$ cat src/logic/soc_map_pkg.sv
package soc_map_pkg;

  // Upper 16 address bits of each target
  localparam logic [15:0] REGION_TEXT = 16'h0000;
  localparam logic [15:0] REGION_HEAP = 16'h0001;
  localparam logic [15:0] REGION_LED  = 16'h8001;

  localparam int LED_W_DEFAULT = 4;

endpackage

$ cat src/logic/bus_pkg.sv
package bus_pkg;

  localparam int DATA_W = 32;
  localparam int STRB_W = DATA_W / 8;

  // 4 banks of 4K words make 64 KB
  localparam int BANK_COUNT = 4;
  localparam int BANK_WORDS = 4096;

  typedef logic [DATA_W-1:0] data_t;
  typedef logic [STRB_W-1:0] strb_t;
  typedef logic [$clog2(BANK_COUNT)-1:0] bank_idx_t;
  typedef logic [$clog2(BANK_WORDS)-1:0] word_idx_t;

  // One bus address seen by region or by RAM location
  typedef union packed {
    struct packed {
      logic [15:0] code;
      logic [15:0] offset;
    } region;
    struct packed {
      logic [15:0] upper;
      bank_idx_t   bank;
      word_idx_t   word;
      logic [1:0]  byte_off;
    } ram;
  } addr_word_t;

endpackage
$ cat src/logic/mem_if.sv
`timescale 1ns/1ps

interface mem_if;

  logic                valid;
  logic                ready;
  bus_pkg::addr_word_t addr;
  bus_pkg::data_t      wdata;
  bus_pkg::strb_t      wstrb;
  bus_pkg::data_t      rdata;

  modport requester (
    output valid, addr, wdata, wstrb,
    input  ready, rdata
  );

  modport target (
    input  valid, addr, wdata, wstrb,
    output ready, rdata
  );

endinterface

$ cat src/logic/led_port.sv
`timescale 1ns/1ps

module led_port
  import bus_pkg::*;
  import soc_map_pkg::*;
#(
  parameter int LED_W = LED_W_DEFAULT
) (
  input  logic             clk,
  input  logic             resetn,
  mem_if.target            bus,
  output logic [LED_W-1:0] led
);

  logic [LED_W-1:0] led_q;
  logic             ready_q;

  always_ff @(posedge clk) begin
    if (!resetn) begin
      led_q   <= '0;
      ready_q <= 1'b0;
    end else begin
      // One ready pulse per request
      ready_q <= bus.valid && !ready_q;
      if (bus.valid && !ready_q && |bus.wstrb) begin
        led_q <= bus.wdata[LED_W-1:0];
      end
    end
  end

  assign bus.ready = ready_q;
  assign bus.rdata = DATA_W'(led_q);
  assign led       = led_q;

endmodule

$ cat src/flat_wrapper.sv
// flat-port wrapper written by rule: the top's interface ports become plain ports
module led_port_flat import bus_pkg::*; import soc_map_pkg::*;
#(
  parameter int LED_W = LED_W_DEFAULT
)
  (clk, resetn, led, bus_valid, bus_addr, bus_wdata, bus_wstrb, bus_ready, bus_rdata);
  mem_if bus_i ();
  input  logic clk;
  input  logic resetn;
  output logic [LED_W-1:0] led;
  input wire logic [$bits(bus_i.valid)-1:0] bus_valid;
  input wire logic [$bits(bus_i.addr)-1:0] bus_addr;
  input wire logic [$bits(bus_i.wdata)-1:0] bus_wdata;
  input wire logic [$bits(bus_i.wstrb)-1:0] bus_wstrb;
  output wire logic [$bits(bus_i.ready)-1:0] bus_ready;
  output wire logic [$bits(bus_i.rdata)-1:0] bus_rdata;
  assign bus_i.valid = bus_valid;
  assign bus_i.addr = bus_addr;
  assign bus_i.wdata = bus_wdata;
  assign bus_i.wstrb = bus_wstrb;
  assign bus_ready = bus_i.ready;
  assign bus_rdata = bus_i.rdata;
  led_port #(.LED_W(LED_W)) u_core (.clk(clk), .resetn(resetn), .bus(bus_i), .led(led));
endmodule
$ cat config.mk
export PLATFORM = sky130hd
export DESIGN_NAME = led_port_flat
export DESIGN_NICKNAME = d
export VERILOG_FILES = /design/src/logic/soc_map_pkg.sv /design/src/logic/bus_pkg.sv /design/src/logic/mem_if.sv /design/src/logic/led_port.sv /design/src/flat_wrapper.sv
export SDC_FILE = /design/constraint.sdc
export NUM_CORES = 1
export LEC_CHECK = 0
export BUFFER_PORTS_ARGS = -buffer_cell sky130_fd_sc_hd__buf_2
export CAP_MARGIN = 5
export CORE_MARGIN = 2
export CORE_UTILIZATION = 22
export CTS_CLUSTER_SIZE = 10
export DETAILED_ROUTE_END_ITERATION = 12
export GPL_TIMING_DRIVEN = 1
export PLACE_DENSITY_LB_ADDON = 0.12
export SYNTH_ARGS = -nofsm -noshare
export SYNTH_HDL_FRONTEND = slang
export SYNTH_SLANG_ARGS = --single-unit
$ cat constraint.sdc
create_clock -name clk -period 1.03 [get_ports clk]
set_input_delay 0.103 -clock clk [delete_from_list [all_inputs] [get_ports clk]]
set_output_delay 0.103 -clock clk [all_outputs]
set_load 0.05 [all_outputs]
==> flow_summary.toml <==
[route]
drt_pre_antenna_iters = 1
first_iter_violations = 0
drcViolationCount = 0
routed_wirelength_um = 630
avgRoutedWirePerCell_um = 6.43
drt-vias-per-instance = 2.93
vias = 287
drtAntennaViolNets = 0

[critical_path]
slowest_stage = "sky130_fd_sc_hd__dfxtp_2"
critPathMaxFanout = 3
critical_path_buf_inv_count = 1
critical_path_source_type = "flip-flop"
worst_path_dominant_cell_family = "flip-flops"
regToRegEndpoint = "u_core.led[0]"
timing.rr.start = "u_core.bus.ready"
r2r_slack_ps = 90
sequence_of_cells_on_the_critical_path = "buf_2"
timing.setup.critical_path_class = "flip-flop to output pin"
worst-endpoint-arrival_ps = 860
cp_slowest_stage_delay_ps = 350
critical_path_capture_point_type = "output pin"
r2r_cells = 2
worst_ep_required_time_ps = 930

[cts]
cts_root_buffer = "sky130_fd_sc_hd__clkbuf_4"
tritoncts_num_sinks = 5
worstSkewPairLatency_ps = 240
post_cts_buffers = 0
clock_tree.htree_level_count = 1
cts-hold-fix-buffers = 0
clock_tree.buffer_depth = 2
clock_tree_from_tritoncts = "done"
cts_resized = 0
tritoncts.num_buffers = 3
clkSlewWorstSetupHoldPaths_ps = 40

[die]
die-height_um = 49.3
area_inside_the_core_boundary_mm2 = 0.00194
design.die.area_mm2 = 0.00243
ios = 108
initial_utilization_pct = 23.3
placementRows = 16
floorplan.die.width_um = 49.3

[sta]
clock_skew_ps = 2.26
hold_violations = 0
final_slew_violations = 0
max_clock_freq_mhz = 1040
time_the_final_worst_path_needs_with_i_o_delays_and_setup_ps = 963
post-route-worst-setup-slack_ps = 67.0
setup_viol = 0
setup_repair_after_global_routing_missed_its_margin = "false"
setup_tns_ps = 0
period_share_pct = 93.5

[finish]
area_growth_syn_to_layout_pct = 4.43
most_common_cell_after_layout_fill_and_taps_aside = "sky130_fd_sc_hd__conb_1"
n_fill_cell = 230
finalNonFillerCells = 98
most-common-layout-cells = "28 x sky130_fd_sc_hd__conb_1, 19 x sky130_fd_sc_hd__buf_2, 8 x sky130_fd_sc_hd__nand2_1"
fin_area_um2 = 472
antennaDiodeCount = 0
layout.nets = 143
final_layout_size_suffix_gt1_share_pct = 35.2

[yosys]
ys_seq_area_share_pct = 22.2
synth.yosys.warnings = 0
synth_compound_gate_area_share_pct = 0
yosys.area_share.xor_xnor_pct = 0
synth_top_family_by_area = "buffers and inverters"
syn_area_per_cell_um2 = 8.36
synthDistinctLibCells = 9
postSynthRegisterBits = 5
synthSimpleGateAreaFrac_pct = 14.1
synth_area_um2 = 452
netlist_instances = 54
synth-adder-area-share_pct = 0
synthMuxAreaShare_pct = 8.86

[worst_hold_path]
worst_hold_path_type = "primary input to flip-flop"
worstHoldPathCells = 3
hp-start = "bus_wdata[1]"
hold_path_end = "u_core.led[1]"

[outcome]
status = "completed"

[flow_run]
timing.max_cap.violations = 0

[grt]
global_route_wire_length_before_repair_um = 786
grt.overflow.total = 0
grt_antenna_before_repair = 0
grt_start_max_net_pins = 10
globalRouteTotalUtil_pct = 4.60
via_count_of_the_first_global_routing_pass = 199

[power_and_ir_drop]
total_leakage_power_nw = 0.278
pwr_density_cell_mw_per_mm2 = 1740
irDropWorstVdd_v = 0.000410
report.power.total_mw = 0.819

[place]
buffer_ports.inserted = 19
detailed_placement_wirelength_estimate_um = 539
place_congestion = 0.620
detailedPlace.worstSlack_ps = 52.4
number_of_placed_instances_with_taps_included = 94
placedInstanceArea_um2 = 445
## sequential cells by signal, summed over array words and instances (netlist names)
signal / cells
u_core.bus.ready: 1
u_core.led: 4
## tightest hold or removal path, stage by stage
cell and delay [ps]:
sky130_fd_sc_hd__buf_2 90, sky130_fd_sc_hd__nand2_1 40, sky130_fd_sc_hd__mux2i_1 50
## per-layer routing
metal  global-route usage, %  wire [um]  up-vias
met5                       0          0        -
met4                    5.71          0        0
met3                    2.76        120        0
met2                    6.98        297       26
met1                    3.69        212      119
li1                        -          -      142
## cell type report
| type | instances | area, um2 | share of cell area [%] |
|---|---|---|---|
| Multi-Input combinational cell | 43 | 215 | 45.6 |
| Sequential cell | 5 | 101 | 21.5 |
| Timing Repair Buffer | 19 | 95.1 | 20.2 |
| Tap cell | 27 | 33.8 | 7.16 |
| Clock buffer | 4 | 26.3 | 5.57 |
## worst max path at each step
| stage | cells after the start | start | to |
|---|---|---|---|
| finish | 1 | u_core.bus.ready | bus_ready |
| floorplan | 1 | u_core.led[0] | led[0] |
| global route | 2 | u_core.bus.ready | u_core.led[0] |
| detailed placement | 4 | bus_wstrb[3] | u_core.led[0] |
| CTS | 1 | u_core.bus.ready | bus_ready |
| global placement | 4 | bus_wstrb[3] | u_core.led[3] |
## report_power, final
group          switching (mW)  internal [mW]  leakage [nW]
Sequential            0.00908          0.208        0.0415
Combinational           0.334         0.0460         0.221
Clock                  0.0766          0.146        0.0150
## logic make-up (layout without fill, tap and decap cells)
logic type             count (synthesis)  after routing
muxes                                  4              4
DFF                                    5              5
other                                  1             28
and+or+nand+nor                       11             11
buffers and inverters                 33             23
## Yosys cell counts
| master | instances | area, um2 |
|---|---|---|
| sky130_fd_sc_hd__dfxtp_1 | 5 | 100 |
| sky130_fd_sc_hd__nand2_1 | 8 | 30.0 |
| sky130_fd_sc_hd__nor3b_2 | 1 | 12.5 |
| sky130_fd_sc_hd__nor4_2 | 1 | 12.5 |
| sky130_fd_sc_hd__and3b_1 | 1 | 8.76 |
| sky130_fd_sc_hd__conb_1 | 1 | 3.75 |
| sky130_fd_sc_hd__buf_4 | 32 | 240 |
| sky130_fd_sc_hd__clkbuf_1 | 1 | 3.75 |
| sky130_fd_sc_hd__mux2i_1 | 4 | 40.0 |
## metrics by stage
stage | hold slack, ps | util, %
finish | 109 | 24.3
detailed placement | 361 | 22.9
CTS | 99.3 | 24.3
floorplan | 245 | -
global placement | 362 | 22.9
global route | 109 | 24.3
(Power assumes the default switching activity.)
