<file path="src/logic/bus_pkg.sv">
package bus_pkg;

  localparam int DATA_W = 32;
  localparam int STRB_W = DATA_W / 8;

  // 4 banks of 4K words make 64 KB
  localparam int BANK_COUNT = 4;
  localparam int BANK_WORDS = 4096;

  typedef logic [DATA_W-1:0] data_t;
  typedef logic [STRB_W-1:0] strb_t;
  typedef logic [$clog2(BANK_COUNT)-1:0] bank_idx_t;
  typedef logic [$clog2(BANK_WORDS)-1:0] word_idx_t;

  // One bus address seen by region or by RAM location
  typedef union packed {
    struct packed {
      logic [15:0] code;
      logic [15:0] offset;
    } region;
    struct packed {
      logic [15:0] upper;
      bank_idx_t   bank;
      word_idx_t   word;
      logic [1:0]  byte_off;
    } ram;
  } addr_word_t;

endpackage
</file>
<file path="src/logic/mem_if.sv">
`timescale 1ns/1ps

interface mem_if;

  logic                valid;
  logic                ready;
  bus_pkg::addr_word_t addr;
  bus_pkg::data_t      wdata;
  bus_pkg::strb_t      wstrb;
  bus_pkg::data_t      rdata;

  modport requester (
    output valid, addr, wdata, wstrb,
    input  ready, rdata
  );

  modport target (
    input  valid, addr, wdata, wstrb,
    output ready, rdata
  );

endinterface

</file>
<file path="src/logic/heap_arbiter.sv">
`timescale 1ns/1ps

module heap_arbiter
  import bus_pkg::*;
(
  input  logic      clk,
  input  logic      resetn,
  mem_if.target     host,
  input  logic      dma_req,
  output logic      dma_grant,
  input  logic      dma_valid,
  output logic      dma_ready,
  input addr_word_t dma_addr,
  input  data_t     dma_wdata,
  input  strb_t     dma_wstrb,
  output data_t     dma_rdata,
  mem_if.requester  heap
);

  logic grant_q;
  logic host_busy_q;
  logic host_idle;

  // Host owns the heap from its first valid cycle until its ready
  assign host_idle = !host.valid && !host_busy_q;

  always_ff @(posedge clk) begin
    if (!resetn) begin
      grant_q     <= 1'b0;
      host_busy_q <= 1'b0;
    end else begin
      host_busy_q <= host.valid && !grant_q && !heap.ready;
      if (!grant_q) begin
        if (dma_req && host_idle) begin
          grant_q <= 1'b1;
        end
      end else if (!dma_req) begin
        grant_q <= 1'b0;
      end
    end
  end

  // Heap port follows its owner
  assign heap.valid = grant_q ? dma_valid : host.valid;
  assign heap.addr  = grant_q ? dma_addr  : host.addr;
  assign heap.wdata = grant_q ? dma_wdata : host.wdata;
  assign heap.wstrb = grant_q ? dma_wstrb : host.wstrb;

  // Host waits here while the DMA port holds the heap
  assign host.ready = !grant_q && heap.ready;
  assign host.rdata = heap.rdata;

  assign dma_grant = grant_q;
  assign dma_ready = grant_q && heap.ready;
  assign dma_rdata = heap.rdata;

endmodule

</file>
<file path="src/flat_wrapper.sv">
// flat-port wrapper written by rule: the top's interface ports become plain ports
module heap_arbiter_flat import bus_pkg::*;
  (clk, resetn, dma_req, dma_grant, dma_valid, dma_ready, dma_addr, dma_wdata, dma_wstrb, dma_rdata, host_valid, host_addr, host_wdata, host_wstrb, host_ready, host_rdata, heap_valid, heap_addr, heap_wdata, heap_wstrb, heap_ready, heap_rdata);
  mem_if host_i ();
  mem_if heap_i ();
  input  logic clk;
  input  logic resetn;
  input  logic dma_req;
  output logic dma_grant;
  input  logic dma_valid;
  output logic dma_ready;
  input addr_word_t dma_addr;
  input  data_t dma_wdata;
  input  strb_t dma_wstrb;
  output data_t dma_rdata;
  input wire logic [$bits(host_i.valid)-1:0] host_valid;
  input wire logic [$bits(host_i.addr)-1:0] host_addr;
  input wire logic [$bits(host_i.wdata)-1:0] host_wdata;
  input wire logic [$bits(host_i.wstrb)-1:0] host_wstrb;
  output wire logic [$bits(host_i.ready)-1:0] host_ready;
  output wire logic [$bits(host_i.rdata)-1:0] host_rdata;
  output wire logic [$bits(heap_i.valid)-1:0] heap_valid;
  output wire logic [$bits(heap_i.addr)-1:0] heap_addr;
  output wire logic [$bits(heap_i.wdata)-1:0] heap_wdata;
  output wire logic [$bits(heap_i.wstrb)-1:0] heap_wstrb;
  input wire logic [$bits(heap_i.ready)-1:0] heap_ready;
  input wire logic [$bits(heap_i.rdata)-1:0] heap_rdata;
  assign host_i.valid = host_valid;
  assign host_i.addr = host_addr;
  assign host_i.wdata = host_wdata;
  assign host_i.wstrb = host_wstrb;
  assign host_ready = host_i.ready;
  assign host_rdata = host_i.rdata;
  assign heap_valid = heap_i.valid;
  assign heap_addr = heap_i.addr;
  assign heap_wdata = heap_i.wdata;
  assign heap_wstrb = heap_i.wstrb;
  assign heap_i.ready = heap_ready;
  assign heap_i.rdata = heap_rdata;
  heap_arbiter u_core (.clk(clk), .resetn(resetn), .host(host_i), .dma_req(dma_req), .dma_grant(dma_grant), .dma_valid(dma_valid), .dma_ready(dma_ready), .dma_addr(dma_addr), .dma_wdata(dma_wdata), .dma_wstrb(dma_wstrb), .dma_rdata(dma_rdata), .heap(heap_i));
endmodule
</file>
<file path="config.mk">
export PLATFORM = sky130hd
export DESIGN_NAME = heap_arbiter_flat
export DESIGN_NICKNAME = d
export VERILOG_FILES = /design/src/logic/bus_pkg.sv /design/src/logic/mem_if.sv /design/src/logic/heap_arbiter.sv /design/src/flat_wrapper.sv
export SDC_FILE = /design/constraint.sdc
export NUM_CORES = 1
export LEC_CHECK = 0
export BUFFER_PORTS_ARGS = -buffer_cell sky130_fd_sc_hd__buf_2
export CAP_MARGIN = 10
export CELL_PAD_IN_SITES_DETAIL_PLACEMENT = 2
export CELL_PAD_IN_SITES_GLOBAL_PLACEMENT = 2
export CORE_MARGIN = 4
export CORE_UTILIZATION = 12
export DETAILED_ROUTE_END_ITERATION = 10
export HOLD_SLACK_MARGIN = 0.15
export PLACE_DENSITY = 0.89
export SYNTH_ARGS = -nofsm -noshare
export SYNTH_HDL_FRONTEND = slang
export SYNTH_SLANG_ARGS = --single-unit
</file>
<file path="constraint.sdc">
create_clock -name clk -period 1.41 [get_ports clk]
set_clock_uncertainty 0.1 [all_clocks]
set_input_delay 0.282 -clock clk [delete_from_list [all_inputs] [get_ports clk]]
set_output_delay 0.282 -clock clk [all_outputs]
set_load 0.02 [all_outputs]
</file>
==> results.ini <==
[yosys]
synth_fp_nets=322
ys_seq_elements=2
synth_xor_area_frac=0
synth_cell_types=12
postSynthCellCount=148
yosys.area_share.adder=0
synthMuxAreaShare=0.592
synth_top_family_by_area=multiplexers
yosysWarningCount=0
synth_compound_area_frac=0.00578
syn_area_per_cell_um2=11.7
synth_area_um2=1730
synthSimpleGateAreaFrac=0.0166
seq_area_frac_synth=0.0231

[pwr]
swShare=0.334
pwr-share-clk=0.263
powerDensity_nw_per_um2=530
power_leakage_nw=1.69
seqPwrFrac=0.036
max-vdd-ir-drop_mv=0.433
comb_power_share=0.701
switchingPower_mw=0.568
intPower_mw=1.13

[hold_path]
min_path_type=in2reg

[cts]
clk_path_buf_depth=2
clk_pin_slew_ns=0.03
clkSinkCount=2
cts_buffers=3
h-tree-depth=1
tritoncts=built
clock_latency_ns=0.22
cts-root-buf=clkbuf_16
ctsHoldBuffers=0

[critical_path]
crit_fanout=8
worst_ep_required_time_ns=1.03
worstSetupStartpointType=flop
arrival_ns=1.34
worst_setup_path_end_kind=primary output
crit_type=reg2out

[floorplan]
die_width_um=128
num_rows=43
core_um2=14000
io-pin-count=310
initial_utilization=0.124
die_h_um=128
dieArea_um2=16400

[timing]
rsz0062_at_grt=true
clock.fmax_ghz=0.580
relSlewSlack=0.919
finalMaxSlewViolations=0
period_share=1.22
worst_pin_slew_ns=0.123
setup-tns-final_ns=-20.28
setup_violations=72
finalHoldViolCount=0
period_minus_slack_ns=1.73
fin_ws_ns=-0.315

[final_layout]
mostFrequentLayoutCells=144 x buf_2, 72 x buf_6, 69 x mux2_4
diodes=0
final_common_cell=buf_2
drive_gt1_frac=0.984
nets=484
finalCoreUtilization=0.229
area_delta_synth_final_pct=85.2

[drt]
drc=0
wl_per_cell_um=18.4
viasPerCell=3.54
firstDrtPassIters=4
vias=1733
wl_um=9020
ant_nets=0
drt_iter0_drc=14

[global_routing]
antenna_found_initial=1
grt_pass1_wl_um=10600
grt.overflow.total=0
grt_pass1_vias=1825
grt_max_degree=35
grt_usage=0.0833

[job]
max_cap_violations=0

[placement]
hpwl_um=6990
gp_congestion=0.791
portBuffers=213

[run_status]
status=finished, violations left
violations=setup timing

-- through the flow --
| stage | total power [mW] | std cells | area (um^2) | hold slack, ns | setup slack (ns) |
|---|---|---|---|---|---|
| global route | 1.78 | 489 | 3200 | 0.248 | -0.348 |
| detailed placement | 0.970 | 473 | 2450 | 0.464 | -0.113 |
| global placement | 0.943 | 473 | 2450 | 0.464 | -0.0913 |
| CTS | 1.54 | 479 | 2790 | 0.245 | -0.341 |
| finish | 1.70 | 489 | 3200 | 0.239 | -0.315 |
| floorplan | 0.885 | 148 | 1740 | 0.305 | 0.0202 |
-- routing by layer --
metal / part of all wire / vias up / GRT usage
met2: 0.54 / 164 / 0.163
li1: - / 769 / -
met1: 0.32 / 785 / 0.0800
met3: 0.12 / 13 / 0.0392
met5: 0.0014 / - / 0
met4: 0.010 / 2 / 0.0131
-- critical path, cell delays in order, from the launching register on --
cell	delay, ns
dfxtp_4	0.36
buf_12	0.15
clkbuf_16	0.17
mux2_4	0.31
buf_6	0.13
-- cell type report --
cell class                      count  area (um^2)
Tap cell                          180          225
Fill cell                        1600        10800
Multi-Input combinational cell     74         1080
Sequential cell                     2         43.8
Clock buffer                        4         78.8
Timing Repair Buffer              229         1780
-- power groups by stage --
stage               Combinational, mW  Sequential [mW]  Clock, mW
global route                     1.25           0.0612      0.464
detailed placement              0.907           0.0628          0
finish                           1.19           0.0609      0.446
floorplan                       0.822           0.0629          0
global placement                0.880           0.0625          0
CTS                              1.03           0.0625      0.451
-- cell usage after synthesis --
master    number  area (um^2)
mux2_4        66          991
buf_4         64          480
buf_12         6          120
mux2_2         3         33.8
dfxtp_1        2         40.0
and2_1         1         6.26
and4bb_2       1         12.5
buf_6          1         11.3
buf_8          1         15.0
nor2_1         1         3.75
nor2b_1        1         6.26
o211a_1        1         10.0
-- path summary, 6_finish.rpt --
check             slack, ns                          start                     endpoint  depth (start not counted)
setup reg to reg       0.01    u_core.dma_grant$_SDFF_PN0_  u_core.dma_grant$_SDFF_PN0_                          6
hold reg to reg        0.52  u_core.host_busy_q$_SDFF_PN0_  u_core.dma_grant$_SDFF_PN0_                          2
setup / recovery      -0.32    u_core.dma_grant$_SDFF_PN0_               heap_wdata[26]                          4
hold / removal         0.24                        dma_req  u_core.dma_grant$_SDFF_PN0_                          2
-- what timing repair did --
action                                  CTS  global route
resized for setup                        75            81
setup buffers                             2             5
endpoints found under the setup margin   72            72
gates cloned                              0             7
pin swaps                                 0             1
-- logic make-up (layout without fill, tap and decap cells) --
logic type             after synthesis  after routing
DFF                                  2              2
buffers and inverters               72            233
AOI/OAI and AO/OA                    1              1
and+or+nand+nor                      4              4
muxes                               69             69
-- flip-flops by register name, indices dropped and copies added, names as in the netlist --
register and flops:
u_core.dma_grant 1, u_core.host_busy_q 1
No activity file was read; power rests on OpenSTA's default activity.
