## src/logic/soc_map_pkg.sv

```systemverilog
package soc_map_pkg;

  // Upper 16 address bits of each target
  localparam logic [15:0] REGION_TEXT = 16'h0000;
  localparam logic [15:0] REGION_HEAP = 16'h0001;
  localparam logic [15:0] REGION_LED  = 16'h8001;

  localparam int LED_W_DEFAULT = 4;

endpackage

```

## src/logic/bus_pkg.sv

```systemverilog
package bus_pkg;

  localparam int DATA_W = 32;
  localparam int STRB_W = DATA_W / 8;

  // 4 banks of 4K words make 64 KB
  localparam int BANK_COUNT = 4;
  localparam int BANK_WORDS = 4096;

  typedef logic [DATA_W-1:0] data_t;
  typedef logic [STRB_W-1:0] strb_t;
  typedef logic [$clog2(BANK_COUNT)-1:0] bank_idx_t;
  typedef logic [$clog2(BANK_WORDS)-1:0] word_idx_t;

  // One bus address seen by region or by RAM location
  typedef union packed {
    struct packed {
      logic [15:0] code;
      logic [15:0] offset;
    } region;
    struct packed {
      logic [15:0] upper;
      bank_idx_t   bank;
      word_idx_t   word;
      logic [1:0]  byte_off;
    } ram;
  } addr_word_t;

endpackage
```

## src/logic/mem_if.sv

```systemverilog
`timescale 1ns/1ps

interface mem_if;

  logic                valid;
  logic                ready;
  bus_pkg::addr_word_t addr;
  bus_pkg::data_t      wdata;
  bus_pkg::strb_t      wstrb;
  bus_pkg::data_t      rdata;

  modport requester (
    output valid, addr, wdata, wstrb,
    input  ready, rdata
  );

  modport target (
    input  valid, addr, wdata, wstrb,
    output ready, rdata
  );

endinterface

```

## src/logic/region_decoder.sv

```systemverilog
`timescale 1ns/1ps

module region_decoder
  import bus_pkg::*;
  import soc_map_pkg::*;
(
  input  logic       host_valid,
  output logic       host_ready,
  input  addr_word_t host_addr,
  input  data_t      host_wdata,
  input  strb_t      host_wstrb,
  output data_t      host_rdata,
  mem_if.requester   text,
  mem_if.requester   heap,
  mem_if.requester   led
);

  logic sel_text;
  logic sel_heap;
  logic sel_led;

  assign sel_text = host_addr.region.code == REGION_TEXT;
  assign sel_heap = host_addr.region.code == REGION_HEAP;
  assign sel_led  = host_addr.region.code == REGION_LED;

  assign text.valid = host_valid && sel_text;
  assign heap.valid = host_valid && sel_heap;
  assign led.valid  = host_valid && sel_led;

  // Payload goes everywhere, valid picks the target
  assign text.addr  = host_addr;
  assign text.wdata = host_wdata;
  assign text.wstrb = host_wstrb;
  assign heap.addr  = host_addr;
  assign heap.wdata = host_wdata;
  assign heap.wstrb = host_wstrb;
  assign led.addr   = host_addr;
  assign led.wdata  = host_wdata;
  assign led.wstrb  = host_wstrb;

  // Unmapped regions never answer
  always_comb begin
    host_ready = 1'b0;
    host_rdata = '0;
    if (sel_text) begin
      host_ready = text.ready;
      host_rdata = text.rdata;
    end else if (sel_heap) begin
      host_ready = heap.ready;
      host_rdata = heap.rdata;
    end else if (sel_led) begin
      host_ready = led.ready;
      host_rdata = led.rdata;
    end
  end

endmodule

```

## src/flat_wrapper.sv

```systemverilog
// flat-port wrapper written by rule: the top's interface ports become plain ports
module region_decoder_flat import bus_pkg::*; import soc_map_pkg::*;
  (host_valid, host_ready, host_addr, host_wdata, host_wstrb, host_rdata, text_valid, text_addr, text_wdata, text_wstrb, text_ready, text_rdata, heap_valid, heap_addr, heap_wdata, heap_wstrb, heap_ready, heap_rdata, led_valid, led_addr, led_wdata, led_wstrb, led_ready, led_rdata);
  mem_if text_i ();
  mem_if heap_i ();
  mem_if led_i ();
  input  logic host_valid;
  output logic host_ready;
  input  addr_word_t host_addr;
  input  data_t host_wdata;
  input  strb_t host_wstrb;
  output data_t host_rdata;
  output wire logic [$bits(text_i.valid)-1:0] text_valid;
  output wire logic [$bits(text_i.addr)-1:0] text_addr;
  output wire logic [$bits(text_i.wdata)-1:0] text_wdata;
  output wire logic [$bits(text_i.wstrb)-1:0] text_wstrb;
  input wire logic [$bits(text_i.ready)-1:0] text_ready;
  input wire logic [$bits(text_i.rdata)-1:0] text_rdata;
  output wire logic [$bits(heap_i.valid)-1:0] heap_valid;
  output wire logic [$bits(heap_i.addr)-1:0] heap_addr;
  output wire logic [$bits(heap_i.wdata)-1:0] heap_wdata;
  output wire logic [$bits(heap_i.wstrb)-1:0] heap_wstrb;
  input wire logic [$bits(heap_i.ready)-1:0] heap_ready;
  input wire logic [$bits(heap_i.rdata)-1:0] heap_rdata;
  output wire logic [$bits(led_i.valid)-1:0] led_valid;
  output wire logic [$bits(led_i.addr)-1:0] led_addr;
  output wire logic [$bits(led_i.wdata)-1:0] led_wdata;
  output wire logic [$bits(led_i.wstrb)-1:0] led_wstrb;
  input wire logic [$bits(led_i.ready)-1:0] led_ready;
  input wire logic [$bits(led_i.rdata)-1:0] led_rdata;
  assign text_valid = text_i.valid;
  assign text_addr = text_i.addr;
  assign text_wdata = text_i.wdata;
  assign text_wstrb = text_i.wstrb;
  assign text_i.ready = text_ready;
  assign text_i.rdata = text_rdata;
  assign heap_valid = heap_i.valid;
  assign heap_addr = heap_i.addr;
  assign heap_wdata = heap_i.wdata;
  assign heap_wstrb = heap_i.wstrb;
  assign heap_i.ready = heap_ready;
  assign heap_i.rdata = heap_rdata;
  assign led_valid = led_i.valid;
  assign led_addr = led_i.addr;
  assign led_wdata = led_i.wdata;
  assign led_wstrb = led_i.wstrb;
  assign led_i.ready = led_ready;
  assign led_i.rdata = led_rdata;
  region_decoder u_core (.host_valid(host_valid), .host_ready(host_ready), .host_addr(host_addr), .host_wdata(host_wdata), .host_wstrb(host_wstrb), .host_rdata(host_rdata), .text(text_i), .heap(heap_i), .led(led_i));
endmodule
```

## config.mk

```make
export PLATFORM = sky130hd
export DESIGN_NAME = region_decoder_flat
export DESIGN_NICKNAME = d
export VERILOG_FILES = /design/src/logic/soc_map_pkg.sv /design/src/logic/bus_pkg.sv /design/src/logic/mem_if.sv /design/src/logic/region_decoder.sv /design/src/flat_wrapper.sv
export SDC_FILE = /design/constraint.sdc
export NUM_CORES = 1
export LEC_CHECK = 0
export BUFFER_PORTS_ARGS = -buffer_cell sky130_fd_sc_hd__buf_2
export CORE_AREA = 2 2 161 163
export DETAILED_ROUTE_END_ITERATION = 12
export DIE_AREA = 0 0 163 165
export GPL_TIMING_DRIVEN = 1
export PLACE_DENSITY = 0.39
export SYNTH_ARGS = -nofsm -noshare
export SYNTH_HDL_FRONTEND = slang
export SYNTH_SLANG_ARGS = --single-unit
export TNS_END_PERCENT = 20
```

## constraint.sdc

```tcl
create_clock -name vclk -period 1.4
set_clock_uncertainty 0.15 [all_clocks]
set_input_delay 0.28 -clock vclk [all_inputs]
set_output_delay 0.28 -clock vclk [all_outputs]
set_load 0.03 [all_outputs]
```

==> impl_results.md, run 1 <==
* Initial antenna violation count at 0
* Share of cells above drive strength 1 at 79.7%
* Sequential Area at 0 um2
* Yosys cell types at 18
* Design Area, Final at 3290 um2
* Slew Limit Fails at 0
* Final setup viols at 36
* Largest net degree at the start of global routing at 25
* Die Y at 165 um
* Max_slew headroom at 78.8%
* Ys Warns at 0
* Ant diodes at 0
* Failing checks: setup timing
* Worst hold path type: in -> out
* Die ar. at 26900 um2
* Post-DRT Antenna Nets at 0
* Core box area at 25000 um2
* Nets at 540
* Worst Path Class, Setup: in -> out
* Port Buffer Count at 200
* Final Power at 0.748 mW
* Cell Area, Placed at 2990 um2
* First-pass GRT wire length at 11500 um
* Peak Freq at 0.522 GHz
* DRC viols at 0
* Cell Chain, Critical Path: buf_2 > nor4_4 > nand4_4 > buf_12 > a21oi_4 > buf_4
* Setup TNS at -17.08 ns
* Unrepaired setup endpoints after global routing: true
* Crit end category: output port
* # rows at 58
* Fill cells at 2918
* Data arrival, critical path at 1.49 ns
* Period minus WS final at 1.92 ns
* I/O pin cnt at 408
* Post-DP HPWL at 7140 um
* Starting DRT DRC Count at 36
* Final worst-path cycle share at 137%
* Area grow syn2layout at 22.4%
* Largest stage delay, worst path at 0.31 ns
* Gr usage total at 5.53%
* # clk buffers at 0
* Max Cap Viol at 0
* Setup WS pre-CTS at -0.590 ns
* Cells after synthesis at 361
* WL/cell at 12.1 um
* Status: finished, violations left
* P_leak at 1.44 nW
* VDD IR max at 0.137 mV
* Synthesized net count at 529
* Post-synthesis cell area at 2690 um2
* Total gr overflow at 0
* Final worst slack at -0.516 ns
* Starting density of the core at 10.7%
* Sequential cell count at 0
* Via count at 2055
* Worst slew pin tran at 0.318 ns
* First-pass DRT Iterations at 4
* Avg Cell Area, Syn at 7.45 um2
* Vias in the first global route at 2008
* Area of the multi-input gates at 1320 um2
* Total wire length at 8460 um
* Die X at 163 um
* Vias per inst at 2.94
* Cts hold-fix bufs at 0
* Crit path max fanout at 23
* Critical Path Slowest Stage Cell: nor4_4
* Register area share after synthesis at 0%
* Power Density at 227 nW/um2
* Setup crit start kind: primary input
* RePlAce Congestion at 0.697
* Final Hold Fails at 0
* Worst Path Required at 0.97 ns
cells in the mapped netlist (3+ instances only):
master / count / share of area (%)
nand2_1: 35 / 4.9
a21oi_1: 4 / 0.74
nor4_2: 3 / 1.4
or2_2: 27 / 6.3
buf_4: 204 / 57
a21oi_2: 29 / 9.4
buf_6: 4 / 1.7
mux2i_1: 33 / 12
or2_1: 6 / 1.4
clkbuf_1: 3 / 0.42
buf_2: 4 / 0.74
buf_8: 3 / 1.7
path summary, 6_finish.rpt:
check | from | to | slack, ns | depth (start not counted)
hold / removal | host_wstrb[2] | text_wstrb[2] | 0.41 | 0
setup / recovery | host_addr[23] | host_rdata[2] | -0.52 | 6
cell families after synthesis:
family | count (synthesis) | synth area share [%]
buf+inv | 218 | 61.4
simple gates | 77 | 16.1
compound gates | 33 | 10.2
mux | 33 | 12.3
cell type report:
type / count / share of cell area, %
multi-input combinational: 143 / 40.2
tap: 330 / 12.5
timing repair buffer: 227 / 47.3
timing repair:
item | 4_1_cts | 5_1_grt
pin swaps | 1 | 1
buffers inserted | 0 | 6
cloned | 0 | 0
setup endpoints to repair | 36 | 36
resized for setup | 72 | 5
layout by cell type (no fill, tap or decap):
master / synthesis / layout
nor2_4: 0 / 1
nand4_4: 1 / 1
mux2i_1: 33 / 33
nand2_1: 35 / 35
nor3_4: 0 / 1
or2_2: 27 / 27
buf_6: 4 / 36
buf_8: 3 / 1
a21oi_2: 29 / 4
and2_2: 0 / 1
nor4b_4: 0 / 1
or2_1: 6 / 6
nor2_1: 1 / 1
nor4_4: 0 / 3
a21oi_4: 0 / 29
buf_12: 0 / 9
buf_2: 4 / 161
buf_4: 204 / 20
power breakdown:
group	internal [mW]	total (mW)	switching, mW
Sequential	0	0	0
Combinational	0.327	0.748	0.421
Clock	0	0	0
routing by layer:
metal | wire, um | up-vias | GRT usage, %
met5 | 0 | - | 0
li1 | - | 964 | -
met4 | 548 | 0 | 3.50
met2 | 3790 | 146 | 8.82
met3 | 968 | 63 | 1.88
met1 | 3160 | 882 | 6.35
worst max-delay path: cells and delay by family:
kind,cells,cell delay (ns)
simple gates,2,0.49
buf+inv,3,0.52
compound gates,1,0.14
through the flow:
step,instances,hold WS (ns),utilization [%]
after floorplan,361,0.542,-
after global placement,694,0.410,12.0
after detailed placement,694,0.410,12.0
after CTS,694,0.410,12.9
after global routing,700,0.410,13.1
final,700,0.410,13.1
No activity file was read; power rests on OpenSTA's default activity.
==> run 2: changes to the inputs <==
--- a/config.mk
+++ b/config.mk
@@ -9,8 +9,10 @@
 export CORE_AREA = 2 2 161 163
 export DETAILED_ROUTE_END_ITERATION = 12
 export DIE_AREA = 0 0 163 165
+export GPL_ROUTABILITY_DRIVEN = 0
 export GPL_TIMING_DRIVEN = 1
 export PLACE_DENSITY = 0.39
+export REMOVE_ABC_BUFFERS = 1
 export SYNTH_ARGS = -nofsm -noshare
 export SYNTH_HDL_FRONTEND = slang
 export SYNTH_SLANG_ARGS = --single-unit
==> impl_results.md, run 2 (same netlist as run 1, synthesis figures left out) <==
* Vias per inst at 3.39
* Setup WS pre-CTS at -0.889 ns
* First-pass GRT wire length at 28400 um
* Critical Path Slowest Stage Cell: nor4b_4
* First-pass DRT Iterations at 4
* Worst Path Required at 0.97 ns
* Starting DRT DRC Count at 101
* Sequential Power Share at 0%
* Crit end category: output port
* Largest net degree at the start of global routing at 21
* Unrepaired setup endpoints after global routing: true
* Starting density of the core at 10.7%
* Sequential Area at 0 um2
* Cell Chain, Critical Path: buf_8 > nor4_4 > buf_4 > nand4_4 > buf_12 > nor4b_4 > buf_6
* Total gr overflow at 0
* Share of cells above drive strength 1 at 80.2%
* # rows at 58
* Worst hold path type: in -> out
* Cts hold-fix bufs at 0
* Setup crit start kind: primary input
* Total wire length at 24400 um
* Vias in the first global route at 2225
* Sw frac at 54.4%
* Slew Limit Fails at 0
* Initial antenna violation count at 14
* Sequential cell count at 0
* Data arrival, critical path at 1.56 ns
* Worst slew pin tran at 0.309 ns
* Final Hold Fails at 0
* Failing checks: setup timing
* Period minus WS final at 1.99 ns
* Die X at 163 um
* Via count at 2427
* Fill cells at 2909
* VDD IR max at 0.103 mV
* Power Density at 230 nW/um2
* Total internal power at 0.345 mW
* Worst Path Class, Setup: in -> out
* Port Buffer Count at 200
* Final worst slack at -0.587 ns
* Die Y at 165 um
* Combinational power share at 100.0%
* I/O pin cnt at 408
* Post-DRT Antenna Nets at 0
* Largest stage delay, worst path at 0.29 ns
* DRC viols at 0
* Nets at 549
* # clk buffers at 0
* Final worst-path cycle share at 142%
* Max Cap Viol at 0
* Switching power at 0.412 mW
* Clock power frac at 0%
* Design Area, Final at 3300 um2
* P_leak at 1.49 nW
* Area grow syn2layout at 22.6%
* Die ar. at 26900 um2
* Max_slew headroom at 79.3%
* Gr busiest metal: met2
* Final setup viols at 36
* Met2 Use GR at 30.2%
* Cell Area, Placed at 2770 um2
* GR Layer Usage met1 at 10.3%
* Core box area at 25000 um2
* Post-DP HPWL at 22700 um
* Commonest non-fill, non-tap cell in the layout: buf_2
* Crit path max fanout at 6
* Peak Freq at 0.503 GHz
* WL/cell at 34.0 um
* Gr usage total at 17.1%
* Commonest cells after routing, fill and taps aside: buf_2, buf_6, nand2_1, mux2i_1, or2_2
* GR met3 Demand/Resource at 19.8%
* Status: finished, violations left
[run 2: cell count changes in the layout (fill, tap and decap cells not counted), sizes merged]
cell	previous run	this run
buf	227	236
diode	0	7
[run 2: what timing repair did]
| item | in CTS | in global routing |
|---|---|---|
| pin swaps | 6 | 0 |
| buffers inserted | 1 | 0 |
| gates resized for setup | 86 | 26 |
| endpoints found under the setup margin | 36 | 40 |
| gates cloned | 1 | 0 |
[run 2: per-stage QoR]
stage	power [mW]	hold slack (ns)	utilization, %	cells	TNS, ns
2_1_floorplan	0.154	0.410	-	143	-26.73
3_3_place_gp	0.718	0.411	11.1	707	-26.30
3_5_place_dp	0.721	0.411	11.1	707	-26.16
4_1_cts	0.742	0.411	12.5	709	-19.28
5_1_grt	0.819	0.410	13.1	709	-20.62
6_report	0.757	0.410	13.2	716	-18.74
[run 2: power groups by stage]
stage	Sequential (mW)	Clock (mW)	Combinational (mW)
global placement	0	0	0.718
CTS	0	0	0.742
global route	0	0	0.819
finish	0	0.000000674	0.757
detailed placement	0	0	0.721
floorplan	0	0	0.154
[run 2: final cells by class]
cell class / count / area (um2) / area share (%)
multi-input combinational: 143 / 1200 / 36.5
antenna: 7 / 17.5 / 0.531
tap: 330 / 413 / 12.5
timing repair buffer: 236 / 1660 / 50.4
[run 2: final timing paths]
path / startpoint / end / depth (start not counted)
worst max-delay path: host_addr[25] / text_valid / 7
worst min-delay path: host_wdata[2] / heap_wdata[2] / 0
[run 2: per-layer routing]
metal  share of wire (%)  routed length, um
met5                 1.6                392
met2                  50              12100
met4                 3.4                841
met3                  24               5770
met1                  22               5260
[run 2: worst max-delay path, delay by kind of cell]
| kind | cells | cell delay [ns] |
|---|---|---|
| AND/OR/NAND/NOR | 3 | 0.64 |
| buffers and inverters | 4 | 0.63 |
==> run 3: changes to the inputs <==
--- a/config.mk
+++ b/config.mk
@@ -6,12 +6,13 @@
 export NUM_CORES = 1
 export LEC_CHECK = 0
 export BUFFER_PORTS_ARGS = -buffer_cell sky130_fd_sc_hd__buf_2
+export CAP_MARGIN = 20
 export CORE_AREA = 2 2 161 163
 export DETAILED_ROUTE_END_ITERATION = 12
 export DIE_AREA = 0 0 163 165
 export GPL_ROUTABILITY_DRIVEN = 0
 export GPL_TIMING_DRIVEN = 1
-export PLACE_DENSITY = 0.39
+export PLACE_DENSITY = 0.42
 export REMOVE_ABC_BUFFERS = 1
 export SYNTH_ARGS = -nofsm -noshare
 export SYNTH_HDL_FRONTEND = slang
==> impl_results.md, run 3 (same netlist as run 1, synthesis figures left out) <==
* Final setup viols at 36
* Status: finished, violations left
* Total gr overflow at 0
* Post-DP HPWL at 22100 um
* VDD IR max at 0.120 mV
* WL/cell at 34.7 um
* Final Hold Fails at 0
* Gr busiest metal: met2
* DRC viols at 0
* Dpl cells at 701
* # rows at 58
* Commonest non-fill, non-tap cell in the layout: buf_2
* Total wire length at 24700 um
* Critical Path Slowest Stage Cell: nor4_2
* Period minus WS final at 2.01 ns
* Cts hold-fix bufs at 0
* Max_slew headroom at 83.3%
* Vias per inst at 3.55
* Via count at 2519
* Design Area, Final at 3270 um2
* Final worst slack at -0.607 ns
* Post-layout util at 13.1%
* Largest net degree at the start of global routing at 31
* Worst hold path type: in -> out
* Starting density of the core at 10.7%
* Data arrival, critical path at 1.58 ns
* P_leak at 1.49 nW
* Failing checks: setup timing
* Initial antenna violation count at 11
* Final worst-path cycle share at 143%
* Setup crit start kind: primary input
* Peak Freq at 0.498 GHz
* Slew Limit Fails at 0
* First-pass DRT Iterations at 4
* Gr usage total at 17.2%
* Die X at 163 um
* Core box area at 25000 um2
* Die ar. at 26900 um2
* Power Density at 229 nW/um2
* GR Layer Usage met1 at 13.6%
* Starting DRT DRC Count at 108
* Unrepaired setup endpoints after global routing: true
* Largest stage delay, worst path at 0.25 ns
* Max Cap Viol at 0
* Hold WS at 0.410 ns
* # clk buffers at 0
* Die Y at 165 um
* Commonest cells after routing, fill and taps aside: buf_2, buf_6, nand2_1, mux2i_1, or2_2
* First-pass GRT wire length at 28800 um
* Non-filler cells, final at 710
* Worst Path Required at 0.97 ns
* Nets at 545
* Cell Area, Placed at 2740 um2
* Area grow syn2layout at 21.7%
* Port Buffer Count at 200
* Sequential Area at 0 um2
* Worst slew pin tran at 0.249 ns
* Crit path max fanout at 8
* Met2 Use GR at 30.0%
* Crit end category: output port
* Worst Path Class, Setup: in -> out
* Share of cells above drive strength 1 at 80.0%
* Sequential cell count at 0
* GR met3 Demand/Resource at 14.6%
* Cell Chain, Critical Path: buf_6 > nor4_2 > buf_4 > nand4_4 > buf_12 > buf_12 > a21oi_4 > buf_6
* I/O pin cnt at 408
* Post-DRT Antenna Nets at 0
* Vias in the first global route at 2285
## run 3: per-stage QoR
stage | setup slack (ns) | power (mW) | TNS (ns)
after floorplan | -1.08 | 0.154 | -26.73
after global placement | -0.652 | 0.715 | -21.11
after detailed placement | -0.647 | 0.720 | -21.29
after CTS | -0.617 | 0.745 | -20.92
after global routing | -0.671 | 0.808 | -22.87
final | -0.607 | 0.751 | -20.86
## run 3: power breakdown
group	leakage (nW)	internal [mW]	switching [mW]
Sequential	0	0	0
Clock	0.0000317	0.000000479	0
Combinational	1.49	0.333	0.418
Total	1.49	0.333	0.418
## run 3: worst max-delay path: cells and delay by family
kind	cells	cell delay, ns
and+or+nand+nor	2	0.42
buffers and inverters	5	0.76
AOI/OAI and AO/OA	1	0.12
## run 3: area by class of cell
cell class         count  area [um2]
diodes                 5        12.5
fillers             2898       21800
multi-input cells    143        1210
well taps            330         413
repair buffers       232        1640
## run 3: what timing repair did
action | CTS | global route
setup buffers | 2 | 0
cloned | 2 | 0
pin swaps | 6 | 0
hold endpoints to repair | 0 | 0
resized for setup | 95 | 15
setup endpoints to repair | 36 | 36
## run 3: worst paths after layout
kind	start	to	slack [ns]	depth (start not counted)
max	host_addr[21]	host_rdata[5]	-0.61	8
min	host_wdata[12]	heap_wdata[12]	0.41	0
## run 3: metal layers
metal,part of all wire [%],vias up
met2,49,360
met3,19,40
met1,26,1122
met4,5.1,12
met5,0.45,-
li1,-,985
